$ cat config.mk
export PLATFORM = sky130hd
export DESIGN_NAME = uart_serial
export DESIGN_NICKNAME = d
export VERILOG_FILES = /design/src/common/soc_map_pkg.sv /design/src/common/soc_bus_pkg.sv /design/src/uart/uart_serial.sv
export SDC_FILE = /design/constraint.sdc
export NUM_CORES = 1
export LEC_CHECK = 0
export BUFFER_PORTS_ARGS = -buffer_cell sky130_fd_sc_hd__buf_4
export CELL_PAD_IN_SITES_DETAIL_PLACEMENT = 0
export CELL_PAD_IN_SITES_GLOBAL_PLACEMENT = 2
export CORE_ASPECT_RATIO = 0.9
export CORE_MARGIN = 1
export CORE_UTILIZATION = 30
export CTS_BUF_LIST = sky130_fd_sc_hd__clkbuf_4
export DETAILED_ROUTE_END_ITERATION = 7
export GPL_TIMING_DRIVEN = 0
export PLACE_DENSITY = 0.69
export SLEW_MARGIN = 20
export SYNTH_ARGS = -nofsm -noshare
export SYNTH_HDL_FRONTEND = slang
export SYNTH_SLANG_ARGS = --single-unit
$ cat constraint.sdc
create_clock -name clk -period 8.44 [get_ports clk]
set_input_delay 0 -clock clk [delete_from_list [all_inputs] [get_ports clk]]
set_output_delay 0 -clock clk [all_outputs]
set_load 0.005 [all_outputs]
$ cat src/common/soc_map_pkg.sv
package soc_map_pkg;

   // bus widths
   localparam int ADDR_W = 32;
   localparam int DATA_W = 32;
   localparam int STRB_W = DATA_W / 8;

   // top address bits pick the region
   localparam int SLAVE_SEL_W = 2;
   localparam int N_SLAVES = 4;

   // word address widths of the two memories
   localparam int BOOT_ADDR_W = 10;
   localparam int MAIN_ADDR_W = 12;

   typedef enum logic [SLAVE_SEL_W-1:0] {
      SLV_BOOT = 2'd0,
      SLV_MAIN = 2'd1,
      SLV_UART = 2'd2,
      SLV_RST  = 2'd3
   } slave_e;

endpackage

$ cat src/common/soc_bus_pkg.sv
package soc_bus_pkg;
   import soc_map_pkg::*;

   // master request, a write is any nonzero wstrb
   typedef struct packed {
      logic              valid;
      logic [ADDR_W-1:0] addr;
      logic [DATA_W-1:0] wdata;
      logic [STRB_W-1:0] wstrb;
   } bus_req_t;

   // slave answer, ready is a one cycle pulse
   typedef struct packed {
      logic [DATA_W-1:0] rdata;
      logic              ready;
   } bus_rsp_t;

   // uart word offsets
   typedef enum logic [1:0] {
      UART_TXDATA = 2'd0,
      UART_RXDATA = 2'd1,
      UART_STATUS = 2'd2,
      UART_DIV    = 2'd3
   } uart_reg_e;

   localparam int UART_DIV_W = 16;
   localparam logic [UART_DIV_W-1:0] UART_DIV_RESET = 16'd7;

endpackage

$ cat src/uart/uart_serial.sv
`timescale 1ns/1ps

module uart_serial
   import soc_bus_pkg::*;
(
   input  logic                  clk,
   input  logic                  reset,
   input  logic [UART_DIV_W-1:0] div,
   input  logic [7:0]            tx_byte,
   input  logic                  tx_start,
   output logic                  tx_busy,
   output logic [7:0]            rx_byte,
   output logic                  rx_strobe,
   input  logic                  rx_full,
   output logic                  txd,
   input  logic                  rxd,
   output logic                  rts,
   input  logic                  cts
);

   typedef enum logic [2:0] {TX_IDLE, TX_WAIT, TX_START, TX_DATA, TX_STOP} tx_state_e;
   typedef enum logic [1:0] {RX_IDLE, RX_START, RX_DATA, RX_STOP} rx_state_e;

   tx_state_e             tx_state;
   logic [UART_DIV_W-1:0] tx_cnt;
   logic [2:0]            tx_bit;
   logic [7:0]            tx_shift;

   rx_state_e             rx_state;
   logic [UART_DIV_W-1:0] rx_cnt;
   logic [2:0]            rx_bit;
   logic [7:0]            rx_shift;
   logic [1:0]            rxd_sync;

   assign tx_busy = tx_state != TX_IDLE;
   assign rts = !rx_full;

   // transmit, each bit lasts div+1 clocks
   always_ff @(posedge clk or posedge reset) begin
      if (reset) begin
         tx_state <= TX_IDLE;
         tx_cnt <= '0;
         tx_bit <= '0;
         tx_shift <= '0;
         txd <= 1'b1;
      end else begin
         case (tx_state)
            TX_IDLE: begin
               if (tx_start) begin
                  tx_shift <= tx_byte;
                  tx_state <= TX_WAIT;
               end
            end
            // hold off while the far end is full
            TX_WAIT: begin
               if (cts) begin
                  txd <= 1'b0;
                  tx_cnt <= div;
                  tx_state <= TX_START;
               end
            end
            TX_START: begin
               if (tx_cnt == '0) begin
                  txd <= tx_shift[0];
                  tx_shift <= tx_shift >> 1;
                  tx_bit <= '0;
                  tx_cnt <= div;
                  tx_state <= TX_DATA;
               end else begin
                  tx_cnt <= tx_cnt - 1'b1;
               end
            end
            TX_DATA: begin
               if (tx_cnt == '0) begin
                  tx_cnt <= div;
                  if (tx_bit == 3'd7) begin
                     txd <= 1'b1;
                     tx_state <= TX_STOP;
                  end else begin
                     txd <= tx_shift[0];
                     tx_shift <= tx_shift >> 1;
                     tx_bit <= tx_bit + 1'b1;
                  end
               end else begin
                  tx_cnt <= tx_cnt - 1'b1;
               end
            end
            TX_STOP: begin
               if (tx_cnt == '0) begin
                  tx_state <= TX_IDLE;
               end else begin
                  tx_cnt <= tx_cnt - 1'b1;
               end
            end
            default: tx_state <= TX_IDLE;
         endcase
      end
   end

   // receive, sampled in the middle of each bit
   always_ff @(posedge clk or posedge reset) begin
      if (reset) begin
         rxd_sync <= 2'b11;
         rx_state <= RX_IDLE;
         rx_cnt <= '0;
         rx_bit <= '0;
         rx_shift <= '0;
         rx_byte <= '0;
         rx_strobe <= 1'b0;
      end else begin
         rxd_sync <= {rxd_sync[0], rxd};
         rx_strobe <= 1'b0;
         if (rx_state != RX_IDLE) begin
            rx_cnt <= rx_cnt - 1'b1;
         end
         case (rx_state)
            RX_IDLE: begin
               if (!rxd_sync[1]) begin
                  rx_cnt <= div >> 1;
                  rx_state <= RX_START;
               end
            end
            RX_START: begin
               if (rx_cnt == '0) begin
                  // glitch, not a start bit
                  rx_state <= rxd_sync[1] ? RX_IDLE : RX_DATA;
                  rx_cnt <= div;
                  rx_bit <= '0;
               end
            end
            RX_DATA: begin
               if (rx_cnt == '0) begin
                  rx_shift <= {rxd_sync[1], rx_shift[7:1]};
                  rx_cnt <= div;
                  rx_bit <= rx_bit + 1'b1;
                  if (rx_bit == 3'd7) begin
                     rx_state <= RX_STOP;
                  end
               end
            end
            RX_STOP: begin
               if (rx_cnt == '0) begin
                  if (rxd_sync[1]) begin
                     rx_byte <= rx_shift;
                     rx_strobe <= 1'b1;
                  end
                  rx_state <= RX_IDLE;
               end
            end
            default: rx_state <= RX_IDLE;
         endcase
      end
   end

   assert property (@(posedge clk) disable iff (reset) !tx_busy |-> txd)
   else $error("txd low while transmitter idle");

endmodule

# ---- Yosys cells after proc, flatten, opt, wreduce, memory -nomap -nowiden
# Index checks and enable logic that the tools add are counted.
# Widths: inputs -> output; s select.
dict set report totals {
  word_cells 102
  ff_bits 71
  out_inout_bits 12
}
dict set report op_classes {
  add_sub_neg 4
  n_mux 41
  eq_ne 22
  reduce_logical 23
}
# op count
set ops {}
lappend ops {{$mux 16} 6}
lappend ops {{$pmux 16 s3} 1}
lappend ops {{$logic_not 16->1} 2}
lappend ops {{$mux 8} 4}
lappend ops {{$pmux 16 s2} 1}
lappend ops {{$sub 16x1->16 const B} 2}
lappend ops {{$mux 3} 10}
lappend ops {{$ne 2x2->1 const B} 13}
lappend ops {{$pmux 8 s3} 1}
lappend ops {{$pmux 3 s5} 1}
lappend ops {{$mux 2} 6}
lappend ops {{$pmux 3 s2} 2}
lappend ops {{$reduce_bool 3->1} 4}
lappend ops {{$reduce_and 5->1} 2}
lappend ops {{$eq 3x3->1 const B} 3}
lappend ops {{$reduce_and 3->1} 3}
lappend ops {{$pmux 2 s4} 1}
lappend ops {{$reduce_and 4->1} 2}
lappend ops {{$mux 1} 7}
lappend ops {{$add 3x1->3 const B} 2}
lappend ops {{$eq 3x2->1 const B} 2}
lappend ops {{$reduce_and 6->1} 1}
lappend ops {{$reduce_bool 2->1} 3}
lappend ops {{$eq 2x2->1 const B} 2}
lappend ops {{other kinds (8)} 9}

# ---- Depth between registers and ports, before layout
# Gate-level depths: netlist of run 1.
dict set report depth {
  word_depth 4
  depth_mapped 8
  mapped_depth_nobuf 7
}

# ---- Least setup slack after synthesis of run 1
# No wires, ideal clock.
dict set report synth_timing {
  kind {flip-flop to flip-flop}
  startpoint {register tx_cnt[7]}
  endpoint {register tx_bit[0]}
  arrival_ps 2622
  required_time_ps 8371
  path_stages_with_launch 8
  path_slack_ps 5749
  period_less_slack_ps 2691
  path_cell_list {dfrtp_1 -> or4_1 -> buf_2 -> or4b_4 -> or3_1 -> buf_2 -> or4b_1 -> nand3_1}
}
dict set report synth_via {
  elab_chain_len 3
}
# item line_no
set synth_rtl {}
lappend synth_rtl {{from (decl)} uart_serial.sv:25} ;# logic [UART_DIV_W-1:0] tx_cnt;
lappend synth_rtl {{from (signal assigned)} uart_serial.sv:58} ;# tx_cnt <= div;
lappend synth_rtl {{from (signal assigned)} uart_serial.sv:67} ;# tx_cnt <= div;
lappend synth_rtl {{from (signal assigned)} uart_serial.sv:70} ;# tx_cnt <= tx_cnt - 1'b1;
lappend synth_rtl {{$logic_not 16->1 *} {uart_serial.sv:63, uart_serial.sv:74}}
lappend synth_rtl {{$ne 2x2->1 (no source line)} -}
lappend synth_rtl {{$reduce_and 4->1 (no source line) *} -}
lappend synth_rtl {{to (signal assigned)} uart_serial.sv:82} ;# tx_bit <= tx_bit + 1'b1;
lappend synth_rtl {{to (decl)} uart_serial.sv:26} ;# logic [2:0] tx_bit;
# Every way passes the cells marked *; elsewhere a longest branch is shown, timed or not.
# A chain may end at the register's enable or synchronous reset.

# ---- Worst setup path in the final report of run 1
dict set report layout_timing {
  startpoint {register rx_cnt[7]}
  endpoint {register rx_cnt[11]}
}
dict set report layout_via {
  elab_chain_len 4
}
# item line_no
set layout_rtl {}
lappend layout_rtl {{from (decl)} uart_serial.sv:30} ;# logic [UART_DIV_W-1:0] rx_cnt;
lappend layout_rtl {{from (signal assigned)} uart_serial.sv:114} ;# rx_cnt <= rx_cnt - 1'b1;
lappend layout_rtl {{from (signal assigned)} uart_serial.sv:119} ;# rx_cnt <= div >> 1;
lappend layout_rtl {{from (signal assigned)} uart_serial.sv:127} ;# rx_cnt <= div;
lappend layout_rtl {{$sub 16x1->16} uart_serial.sv:114}
lappend layout_rtl {{$mux 16} uart_serial.sv:113} ;# if (rx_state != RX_IDLE) begin
lappend layout_rtl {{$mux 16, on equally long branches} {uart_serial.sv:124, uart_serial.sv:132, uart_serial.sv:118}}
lappend layout_rtl {{$pmux 16 s2 *} uart_serial.sv:116} ;# case (rx_state)
# Marked as above.

==> flow_metrics.tcl, run 1 <==
set metrics [dict create \
    outcome "complete, no violations" \
    wl_per_cell_um 15.52 \
    ctsRootBufferMaster "sky130_fd_sc_hd__clkbuf_4" \
    die_h_um 110.2 \
    hold_class "in2async" \
    cts_buffers 9 \
    synth_area_leader_cell "sky130_fd_sc_hd__dfrtp_1" \
    clock.fmax_ghz 0.2645 \
    maxCapViolations 0 \
    vias_per_cell 5.111 \
    cp.required_ps 8800 \
    cts_tree "done" \
    final.setup.tns_ps 0 \
    number_of_search_and_repair_iterations_in_the_first_detailed_routing_pass 4 \
    critical_path.max_fanout 10 \
    number_of_synthesized_flops_with_an_enable_pin 0 \
    synth_top_cells_by_area "sky130_fd_sc_hd__dfrtp_1, sky130_fd_sc_hd__o21ai_0, sky130_fd_sc_hd__mux2_2, sky130_fd_sc_hd__ha_1, sky130_fd_sc_hd__a22oi_1" \
    setup_viol 0 \
    post_synth_num_cell_types 54 \
    effective_utilization_at_floorplan_pct 30.77 \
    synth_async_sr_flop_share_pct 100.0 \
    globalRouteTotalUtil_pct 16.57 \
    dpl.hpwl_um 7279 \
    rsz_0062_raised_after_global_routing "false" \
    1st_iter_drt_viols 172 \
    critical_path_class "reg2reg" \
    synth.ff_latch_count 71 \
    overflow 0 \
    placement_rows 39 \
    layout.nets 537 \
    synth_area_um2 3904 \
    post_cts_setup_bufs 0 \
    worstSetupEndpointType "register" \
    synth_fp_nets 449 \
    slew_at_the_pin_closest_to_its_max_slew_limit_ps 1013 \
    grt_first_pass_wirelength_um 17110 \
    cts_htree_levels 3 \
    antenna_found_initial 0 \
    route.final.wire_length_um 10310 \
    clock_sink_count 71 \
    grt_start_max_net_pins 45 \
    routed-via-count 3394 \
    n_antenna_cell 0 \
    ys_dominant_reg_cell "sky130_fd_sc_hd__dfrtp_1" \
    slew_violations 0 \
    die_width_um 122.2 \
    globalplace.congestion 0.7264 \
    route.detailed.drc 0 \
    synth.yosys.warnings 0 \
    fraction_of_layout_cells_with_a_size_suffix_above_1_pct 18.80 \
    clk_latency_ps 430 \
    worst_ir_drop_vdd_mv 0.1292 \
    area.growth.synth_to_final_pct 26.67 \
    finalCritPeriodShare_pct 44.79 \
    worst_slew_slack_as_a_fraction_of_its_limit_pct 31.82 \
    max-clock-path-buffers 2 \
    final_hold_violation_count 0 \
    num_io_pins 42 \
    fin_skew_ps 15.60 \
    fin_cells 664 \
    post-place-cells 613 \
    synth.yosys.seq_area_share_pct 45.61 \
    avgSynthCellArea_um2 9.592 \
    start_kind "register" \
    worst-endpoint-arrival_ps 4140 \
    grt_pass1_vias 3398 \
    cts.clk_slew.worst_paths_ps 140 \
    synth_cells 407 \
    die_area_um2 13470 \
    synth_top_area_share_pct 43.59 \
    finalCriticalPeriod_ps 3781 \
    power.density_cell_area_nw_per_um2 227.7 \
    port_buffers 41 \
    power.leakage_nw 2.122 \
    ant_nets 0 \
    core_region_area_um2 12690 \
]
==> worst max-delay path, stage by stage (launching register included) <==
cell and delay [ps]:
sky130_fd_sc_hd__dfrtp_1 430, sky130_fd_sc_hd__or4_1 510, sky130_fd_sc_hd__clkbuf_1 180, sky130_fd_sc_hd__or4_1 510, sky130_fd_sc_hd__nor4_1 860, sky130_fd_sc_hd__clkbuf_1 420
sky130_fd_sc_hd__a22oi_1 130, sky130_fd_sc_hd__dlygate4sd3_1 590, sky130_fd_sc_hd__o21ai_0 80
==> flip-flops by register name, indices dropped and copies added, names as in the netlist, 2 cells and up, named ones only <==
register,flops
tx_shift,8
tx_bit,3
rx_shift,8
tx_state,3
tx_cnt,16
rx_cnt,16
rxd_sync,2
rx_bit,3
rx_byte,8
==> power by group <==
part	internal, W	leakage [nW]	switching (W)	total (W)
clock network	0.0000931	0.0731	0.000139	0.000232
registers	0.000430	0.896	0.0000906	0.000521
logic	0.000173	1.15	0.000200	0.000373
==> placed cells by master, fill, tap and decap left out, types with 3 or more instances in the layout <==
cell type | synthesis | routed
sky130_fd_sc_hd__a21oi_1 | 13 | 13
sky130_fd_sc_hd__a22oi_1 | 18 | 18
sky130_fd_sc_hd__and2_1 | 4 | 4
sky130_fd_sc_hd__and3_1 | 3 | 3
sky130_fd_sc_hd__buf_2 | 5 | 5
sky130_fd_sc_hd__buf_4 | 0 | 41
sky130_fd_sc_hd__clkbuf_1 | 17 | 17
sky130_fd_sc_hd__clkbuf_4 | 0 | 9
sky130_fd_sc_hd__dfrtp_1 | 68 | 68
sky130_fd_sc_hd__dfstp_2 | 3 | 3
sky130_fd_sc_hd__dlygate4sd3_1 | 0 | 35
sky130_fd_sc_hd__ha_1 | 12 | 12
sky130_fd_sc_hd__inv_1 | 17 | 16
sky130_fd_sc_hd__mux2_2 | 17 | 17
sky130_fd_sc_hd__mux2i_1 | 9 | 9
sky130_fd_sc_hd__nand2_1 | 32 | 32
sky130_fd_sc_hd__nand3_1 | 8 | 8
sky130_fd_sc_hd__nand4_1 | 4 | 4
sky130_fd_sc_hd__nor2_1 | 27 | 27
sky130_fd_sc_hd__nor3_1 | 11 | 11
sky130_fd_sc_hd__nor4_1 | 10 | 10
sky130_fd_sc_hd__o211ai_1 | 5 | 5
sky130_fd_sc_hd__o21ai_0 | 45 | 45
sky130_fd_sc_hd__o22ai_1 | 8 | 8
sky130_fd_sc_hd__o32ai_1 | 3 | 3
sky130_fd_sc_hd__or2_2 | 4 | 4
sky130_fd_sc_hd__or3_1 | 8 | 8
sky130_fd_sc_hd__or4_1 | 5 | 5
sky130_fd_sc_hd__xnor2_1 | 10 | 10
sky130_fd_sc_hd__xor2_1 | 5 | 5
==> kinds of logic (layout without fill, tap and decap cells) <==
logic type               after synthesis  count (layout)  share of synthesized area (%)
AO/OA/AOI/OAI                        114             114                          18.56
adder cells (fa/ha/maj)               12              12                          3.846
XOR/XNOR                              15              15                          3.365
flip-flops                            71              71                          45.61
AND/OR/NAND/NOR                      129             129                          17.40
multiplexers                          26              26                          7.212
buffers and inverters                 40             133                          4.006
==> worst paths after layout <==
kind / end / depth (start not counted) / startpoint / slack [ps]
worst min register to register: rxd_sync[1]$_DFF_PP1_ / 0 / rxd_sync[0]$_DFF_PP1_ / 370
max in group asynchronous: txd$_DFFE_PP1P_ / 4 / reset / 7720
worst min-delay path: rx_shift[6]$_DFFE_PP0P_ / 3 / reset / 100
min in group clk: rxd_sync[0]$_DFF_PP1_ / 2 / rxd / 210
worst max register to register: rx_cnt[11]$_DFF_PP0_ / 8 / rx_cnt[7]$_DFF_PP0_ / 4660
worst max-delay path: rx_cnt[11]$_DFF_PP0_ / 8 / rx_cnt[7]$_DFF_PP0_ / 4660
==> metal layers <==
metal / track usage (%) / part of all wire, % / vias up
met4: 4.355 / 1.0 / 0
met1: 23.28 / 52 / 1632
li1: - / - / 1688
met3: 3.549 / 3.3 / 9
met2: 25.72 / 44 / 65
met5: 0 / 0 / -
==> through the flow <==
step	worst slack (ps)	hold WS [ps]	power [W]	cell area [µm²]	util, %
floorplan	5749	4.478	0.0007733	3904	-
global placement	5236	108.3	0.0008762	4417	34.81
detailed placement	5234	24.21	0.0008822	4447	35.05
CTS	4650	61.21	0.001140	4945	38.97
global route	4362	92.83	0.001219	4945	38.97
finish	4659	103.2	0.001126	4945	38.97
==> cells in the mapped netlist, types with 2 or more instances <==
cell type and count:
sky130_fd_sc_hd__clkbuf_1 17, sky130_fd_sc_hd__or3b_2 2, sky130_fd_sc_hd__nor3b_1 2, sky130_fd_sc_hd__ha_1 12, sky130_fd_sc_hd__o32ai_1 3, sky130_fd_sc_hd__xor2_1 5, sky130_fd_sc_hd__dfstp_2 3, sky130_fd_sc_hd__dfrtp_1 68
sky130_fd_sc_hd__nand2b_1 2, sky130_fd_sc_hd__o21ai_0 45, sky130_fd_sc_hd__nor4_1 10, sky130_fd_sc_hd__or4_1 5, sky130_fd_sc_hd__xnor2_1 10, sky130_fd_sc_hd__nor2_1 27, sky130_fd_sc_hd__nor3_1 11, sky130_fd_sc_hd__and2_1 4
sky130_fd_sc_hd__nand2_1 32, sky130_fd_sc_hd__and3_1 3, sky130_fd_sc_hd__or2_2 4, sky130_fd_sc_hd__or3_1 8, sky130_fd_sc_hd__mux2_2 17, sky130_fd_sc_hd__nand4_1 4, sky130_fd_sc_hd__nand3_1 8, sky130_fd_sc_hd__mux2i_1 9
sky130_fd_sc_hd__o211ai_1 5, sky130_fd_sc_hd__a32o_1 2, sky130_fd_sc_hd__a31oi_1 2, sky130_fd_sc_hd__a22o_1 2, sky130_fd_sc_hd__o21ai_1 2, sky130_fd_sc_hd__a21oi_1 13, sky130_fd_sc_hd__inv_1 17, sky130_fd_sc_hd__o31ai_1 2
sky130_fd_sc_hd__a22oi_1 18, sky130_fd_sc_hd__buf_2 5, sky130_fd_sc_hd__o311ai_0 2, sky130_fd_sc_hd__o22ai_1 8
==> area by class of cell <==
class,count,area (µm²)
Fill cell,1326,7742
Multi-Input combinational cell,296,1967
Sequential cell,71,1780
Timing Repair Buffer,77,685.7
Tap cell,164,205.2
Buffer,23,92.59
Clock inverter,7,80.08
Clock buffer,9,67.56
Inverter,17,66.31
==> repair_timing <==
item,4_1_cts,5_1_grt
resized for setup,0,0
hold endpoints to repair,112,0
hold buffers,35,0
(Power assumes the default switching activity.)
==> inputs of run 2 (changes only) <==
==> constraint.sdc (replaced) <==
create_clock -name clk -period 3.63 [get_ports clk]
set_input_delay 0 -clock clk [delete_from_list [all_inputs] [get_ports clk]]
set_output_delay 0 -clock clk [all_outputs]
set_load 0.005 [all_outputs]
==> run 2 against run 1 <==
Effect of this change: worst setup slack worse by 4200 ps; sequential cell count unchanged; sequential power up 130%; global-route usage about the same; sequential share of layout area up 0.25 points; cell count down 0.60%; clock skew about the same; first-iteration DRC count down 16%; clock power up 130%; critical endpoint is now tx_cnt[7]$_DFFE_PP0P_; largest cell class unchanged; highest routed layer unchanged.
==> flow_metrics.tcl, run 2 (synthesized netlist as in run 1, its figures left out) <==
set metrics [dict create \
    outcome "complete, no violations" \
    clock_sink_count 71 \
    number_of_search_and_repair_iterations_in_the_first_detailed_routing_pass 4 \
    worst-endpoint-arrival_ps 3440 \
    critical_path.cell_chain "inv_1 > ha_1 > or4b_2 > nor4_2 > o21ai_0 > o32ai_1 > a21oi_1" \
    clock.fmax_ghz 0.3202 \
    grt_first_pass_wirelength_um 17060 \
    setup_viol 0 \
    fraction_of_layout_cells_with_a_size_suffix_above_1_pct 19.15 \
    slew_at_the_pin_closest_to_its_max_slew_limit_ps 992.1 \
    wl_per_cell_um 15.64 \
    ant_nets 0 \
    multi_input_area_um2 1973 \
    finalCriticalPeriod_ps 3123 \
    start_kind "register" \
    route.final.wire_length_um 10330 \
    port_buffers 41 \
    routed-via-count 3365 \
    cp.required_ps 3950 \
    cts_tree "done" \
    overflow 0 \
    num_io_pins 42 \
    die_area_um2 13470 \
    cts_htree_levels 3 \
    grt_start_max_net_pins 45 \
    worstSetupEndpointType "register" \
    most-common-layout-cells "sky130_fd_sc_hd__dfrtp_1, sky130_fd_sc_hd__o21ai_0, sky130_fd_sc_hd__buf_4" \
    hold_class "in2async" \
    worst_ir_drop_vdd_mv 0.3003 \
    final_hold_violation_count 0 \
    detailedPlace.worstSlack_ps 424.2 \
    timing.critical_path.max_delay_family "simple AND/OR/NAND/NOR gates" \
    globalRouteTotalUtil_pct 16.53 \
    area.sequential_um2 1780 \
    critical_path_class "reg2reg" \
    cts_buffers 9 \
    critical-path-max-stage-delay_ps 650 \
    rsz_0062_raised_after_global_routing "false" \
    worst_slew_slack_as_a_fraction_of_its_limit_pct 33.16 \
    grt_pass1_vias 3375 \
    timing.critical_path.buf_inv 1 \
    die_width_um 122.2 \
    effective_utilization_at_floorplan_pct 30.77 \
    nFillCells 1325 \
    met3_routing_resource_usage_after_global_routing_pct 3.549 \
    1st_iter_drt_viols 144 \
    final_core_util_pct 38.71 \
    globalplace.congestion 0.7264 \
    cts.clk_slew.worst_paths_ps 140 \
    post_cts_setup_bufs 0 \
    fin_skew_ps 15.79 \
    placement_rows 39 \
    critical-path-slowest-cell "sky130_fd_sc_hd__or4b_2" \
    mostFrequentLayoutCell "sky130_fd_sc_hd__dfrtp_1" \
    groute.layer.met1.usage_pct 23.25 \
    layout_top_registers "rx_cnt x16, tx_cnt x16" \
    maxCapViolations 0 \
    busiest_layer "met2" \
    core_region_area_um2 12690 \
    die_h_um 110.2 \
    antenna_found_initial 0 \
    route.detailed.drc 0 \
    dpl.hpwl_um 7279 \
    setup_slack_ps 506.9 \
    area.growth.synth_to_final_pct 25.80 \
    n_antenna_cell 0 \
    power.leakage_nw 2.114 \
    ctsRootBufferMaster "sky130_fd_sc_hd__clkbuf_4" \
    slew_violations 0 \
    critical_path.max_fanout 8 \
    power.density_cell_area_nw_per_um2 532.2 \
    final.setup.tns_ps 0 \
    layout.nets 533 \
    met2_usage_pct 25.60 \
    max-clock-path-buffers 2 \
    clk_latency_ps 440 \
    finalCritPeriodShare_pct 86.04 \
    vias_per_cell 5.098 \
]
==> run 2: cell count changes in the layout (fill, tap and decap cells not counted) <==
cell,change
sky130_fd_sc_hd__nor4_1,-1
sky130_fd_sc_hd__dlygate4sd3_1,-4
sky130_fd_sc_hd__nor4_2,+1
==> run 2: final timing paths <==
kind                                        from                      end  slack (ps)  depth (start not counted)
min in group clk                             rxd    rxd_sync[0]$_DFF_PP1_         210                          2
setup reg to reg           tx_cnt[0]$_DFFE_PP0P_    tx_cnt[7]$_DFFE_PP0P_         510                          7
hold / removal                             reset  rx_shift[6]$_DFFE_PP0P_         100                          3
hold reg to reg            rxd_sync[0]$_DFF_PP1_    rxd_sync[1]$_DFF_PP1_         370                          0
max in group asynchronous                  reset          txd$_DFFE_PP1P_        2920                          4
setup / recovery           tx_cnt[0]$_DFFE_PP0P_    tx_cnt[7]$_DFFE_PP0P_         510                          7
==> run 2: report_power, final <==
group / switching [W] / internal [W] / leakage (nW) / total [W]
combinational: 0.000467 / 0.000393 / 1.14 / 0.000860
clock: 0.000326 / 0.000216 / 0.0731 / 0.000542
sequential: 0.000211 / 0.00100 / 0.896 / 0.00121
==> run 2: metrics by stage <==
stage | power, W | hold WS, ps | cells | area, µm²
4_1_cts | 0.002641 | 61.21 | 660 | 4905
3_5_place_dp | 0.002051 | 24.21 | 613 | 4447
5_1_grt | 0.002824 | 92.83 | 660 | 4911
3_3_place_gp | 0.002037 | 108.3 | 612 | 4417
2_1_floorplan | 0.001798 | 4.478 | 407 | 3904
6_report | 0.002614 | 101.3 | 660 | 4911
==> run 2: layout make-up <==
type	count	share of cell area, %
inverters	17	1.350
flip-flops and latches	71	36.25
multi-input cells	296	40.18
repair buffers	73	13.15
clock buffers	9	1.376
plain buffers	23	1.885
clock inverters	7	1.631
well taps	164	4.178
==> run 2: routing by layer <==
layer,routed length [µm],up-vias
met5,0,-
met2,4466,54
li1,-,1675
met3,314,10
met1,5435,1626
met4,108,0
==> run 2: timing repair <==
item | in CTS | in global routing
endpoints found under the hold margin | 112 | 0
gates resized for setup | 0 | 1
setup endpoints to repair | 0 | 1
hold buffers | 31 | 0
==> run 2: worst register-to-register path: cells and delay by family, from the launching register on <==
kind / cells / cell delay [ps]
flops: 1 / 410
buf+inv: 1 / 130
compound gates: 3 / 1030
simple gates: 2 / 1290
fa+ha+maj: 1 / 170
==> inputs of run 3 (changes only) <==
--- a/config.mk
+++ b/config.mk
@@ -9,7 +9,7 @@
 export CELL_PAD_IN_SITES_DETAIL_PLACEMENT = 0
 export CELL_PAD_IN_SITES_GLOBAL_PLACEMENT = 2
 export CORE_ASPECT_RATIO = 0.9
-export CORE_MARGIN = 1
+export CORE_MARGIN = 5
 export CORE_UTILIZATION = 30
 export CTS_BUF_LIST = sky130_fd_sc_hd__clkbuf_4
 export DETAILED_ROUTE_END_ITERATION = 7
==> run 3 against run 2 <==
Effect of this change: cell count grew 0.15%; register-to-register slack got worse by 190 ps; die area grew 14%; first-iteration DRC count grew 34%; critical path type unchanged; critical endpoint is now tx_shift[7]$_DFFE_PP0P_; largest cell class unchanged.
==> flow_metrics.tcl, run 3 (synthesized netlist as in run 1, its figures left out) <==
set metrics [dict create \
    layout.nets 534 \
    route.detailed.drc 0 \
    final_core_util_pct 38.76 \
    switchingPower_w 0.0009949 \
    critical_path.max_fanout 8 \
    fin_cells 661 \
    rsz_0062_raised_after_global_routing "false" \
    power.leakage_nw 2.132 \
    post-place-cells 613 \
    clock_sink_count 71 \
    worst-endpoint-arrival_ps 3640 \
    launch_point_of_the_critical_path "tx_cnt[0]$_DFFE_PP0P_" \
    effective_utilization_at_floorplan_pct 30.65 \
    die_area_um2 15400 \
    grt_pass1_vias 3478 \
    final.setup.tns_ps 0 \
    post_cts_setup_bufs 0 \
    port_buffers 41 \
    maxCapViolations 0 \
    number_of_search_and_repair_iterations_in_the_first_detailed_routing_pass 4 \
    antenna_found_initial 0 \
    final_hold_violation_count 0 \
    core_region_area_um2 12740 \
    p_seq_share_pct 45.3 \
    area.growth.synth_to_final_pct 26.44 \
    swShare_pct 37.22 \
    vias_per_cell 5.073 \
    setup_slack_ps 316.4 \
    outcome "complete, no violations" \
    clock.fmax_ghz 0.3018 \
    globalplace.congestion 0.8075 \
    num_io_pins 42 \
    clk_latency_ps 430 \
    die_width_um 130.2 \
    wl_per_cell_um 15.99 \
    cts_htree_levels 3 \
    fraction_of_layout_cells_with_a_size_suffix_above_1_pct 19.11 \
    cts.clk_slew.worst_paths_ps 130 \
    slew_at_the_pin_closest_to_its_max_slew_limit_ps 924.1 \
    worstSetupEndpointType "register" \
    max-clock-path-buffers 2 \
    power.total_w 0.002673 \
    most-common-layout-cells "sky130_fd_sc_hd__dfrtp_1, sky130_fd_sc_hd__o21ai_0, sky130_fd_sc_hd__buf_4" \
    overflow 0 \
    ctsRootBufferMaster "sky130_fd_sc_hd__clkbuf_4" \
    hold_class "in2async" \
    worst_slew_slack_as_a_fraction_of_its_limit_pct 37.75 \
    power.density_cell_area_nw_per_um2 541.5 \
    finalCritPeriodShare_pct 91.28 \
    cts_buffers 9 \
    power.share.combinational_pct 32.3 \
    die_h_um 118.2 \
    start_kind "register" \
    routed-via-count 3353 \
    mostFrequentLayoutCell "sky130_fd_sc_hd__dfrtp_1" \
    cp.required_ps 3960 \
    setup_viol 0 \
    slew_violations 0 \
    finalCriticalPeriod_ps 3314 \
    detailedPlace.worstSlack_ps 414.1 \
    internal_power_w 0.001678 \
    critical_path_class "reg2reg" \
    layout_top_registers "rx_cnt x16, tx_cnt x16" \
    ant_nets 0 \
    fin_skew_ps 8.679 \
    cts_tree "done" \
    globalRouteTotalUtil_pct 14.51 \
    clock_power_share_pct 22.4 \
    route.final.wire_length_um 10570 \
    grt_start_max_net_pins 44 \
    regToRegStartpoint "tx_cnt[0]$_DFFE_PP0P_" \
    worst_ir_drop_vdd_mv 0.1844 \
    dpl.hpwl_um 7427 \
    1st_iter_drt_viols 193 \
    n_antenna_cell 0 \
    grt_first_pass_wirelength_um 17900 \
    placement_rows 39 \
]
==> run 3: cell count changes in the layout (fill, tap and decap cells not counted) <==
| cell | change |
|---|---|
| sky130_fd_sc_hd__clkinvlp_4 | -1 |
| sky130_fd_sc_hd__clkinv_4 | -2 |
| sky130_fd_sc_hd__bufinv_16 | +1 |
| sky130_fd_sc_hd__dlygate4sd3_1 | +1 |
| sky130_fd_sc_hd__clkinv_2 | +2 |
==> run 3: final timing paths <==
path / end / slack (ps) / cells past startpoint
min in group clk: rxd_sync[0]$_DFF_PP1_ / 210 / 2
max: tx_shift[7]$_DFFE_PP0P_ / 320 / 7
max reg2reg: tx_shift[7]$_DFFE_PP0P_ / 320 / 7
max in group asynchronous: txd$_DFFE_PP1P_ / 2900 / 4
min reg2reg: rxd_sync[1]$_DFF_PP1_ / 370 / 0
min: rx_byte[0]$_DFFE_PP0P_ / 120 / 3
==> run 3: power groups by stage <==
stage               registers, W  logic, W  clock network (W)
finish                   0.00121  0.000863           0.000600
global route             0.00125  0.000995           0.000664
CTS                      0.00121  0.000867           0.000629
floorplan                0.00116  0.000633                  0
detailed placement       0.00122  0.000826                  0
global placement         0.00122  0.000816                  0
==> run 3: timing repair <==
item / in CTS / in global routing
resized for setup: 0 / 1
endpoints found under the hold margin: 112 / 0
hold buffers: 32 / 0
endpoints found under the setup margin: 0 / 1
==> run 3: area by class of cell <==
cell class	count	area (µm²)
Buffer	23	92.59
Clock buffer	9	67.56
Clock inverter	7	95.09
Fill cell	1276	7800
Inverter	17	66.31
Multi-Input combinational cell	296	1973
Sequential cell	71	1780
Tap cell	164	205.2
Timing Repair Buffer	74	655.6
==> run 3: per-layer routing <==
metal	track usage [%]	share of wire (%)
met1	21.26	51
met2	21.15	43
met3	3.293	3.9
met4	4.610	1.7
met5	0	0
==> run 3: worst max-delay path, cell delays in order (launching register included) <==
cell and delay, ps:
sky130_fd_sc_hd__dfrtp_1 410, sky130_fd_sc_hd__inv_1 120, sky130_fd_sc_hd__ha_1 180, sky130_fd_sc_hd__or4b_2 650, sky130_fd_sc_hd__nor4_2 640, sky130_fd_sc_hd__a31oi_1 390, sky130_fd_sc_hd__a22o_1 270, sky130_fd_sc_hd__dlygate4sd3_1 550
==> run 3: through the flow <==
step                      instance area (µm²)  hold slack [ps]
after floorplan                          3904            4.478
after global placement                   4417            109.6
after detailed placement                 4447            29.12
after CTS                                4930            57.95
after global routing                     4936            96.52
final                                    4936            116.4
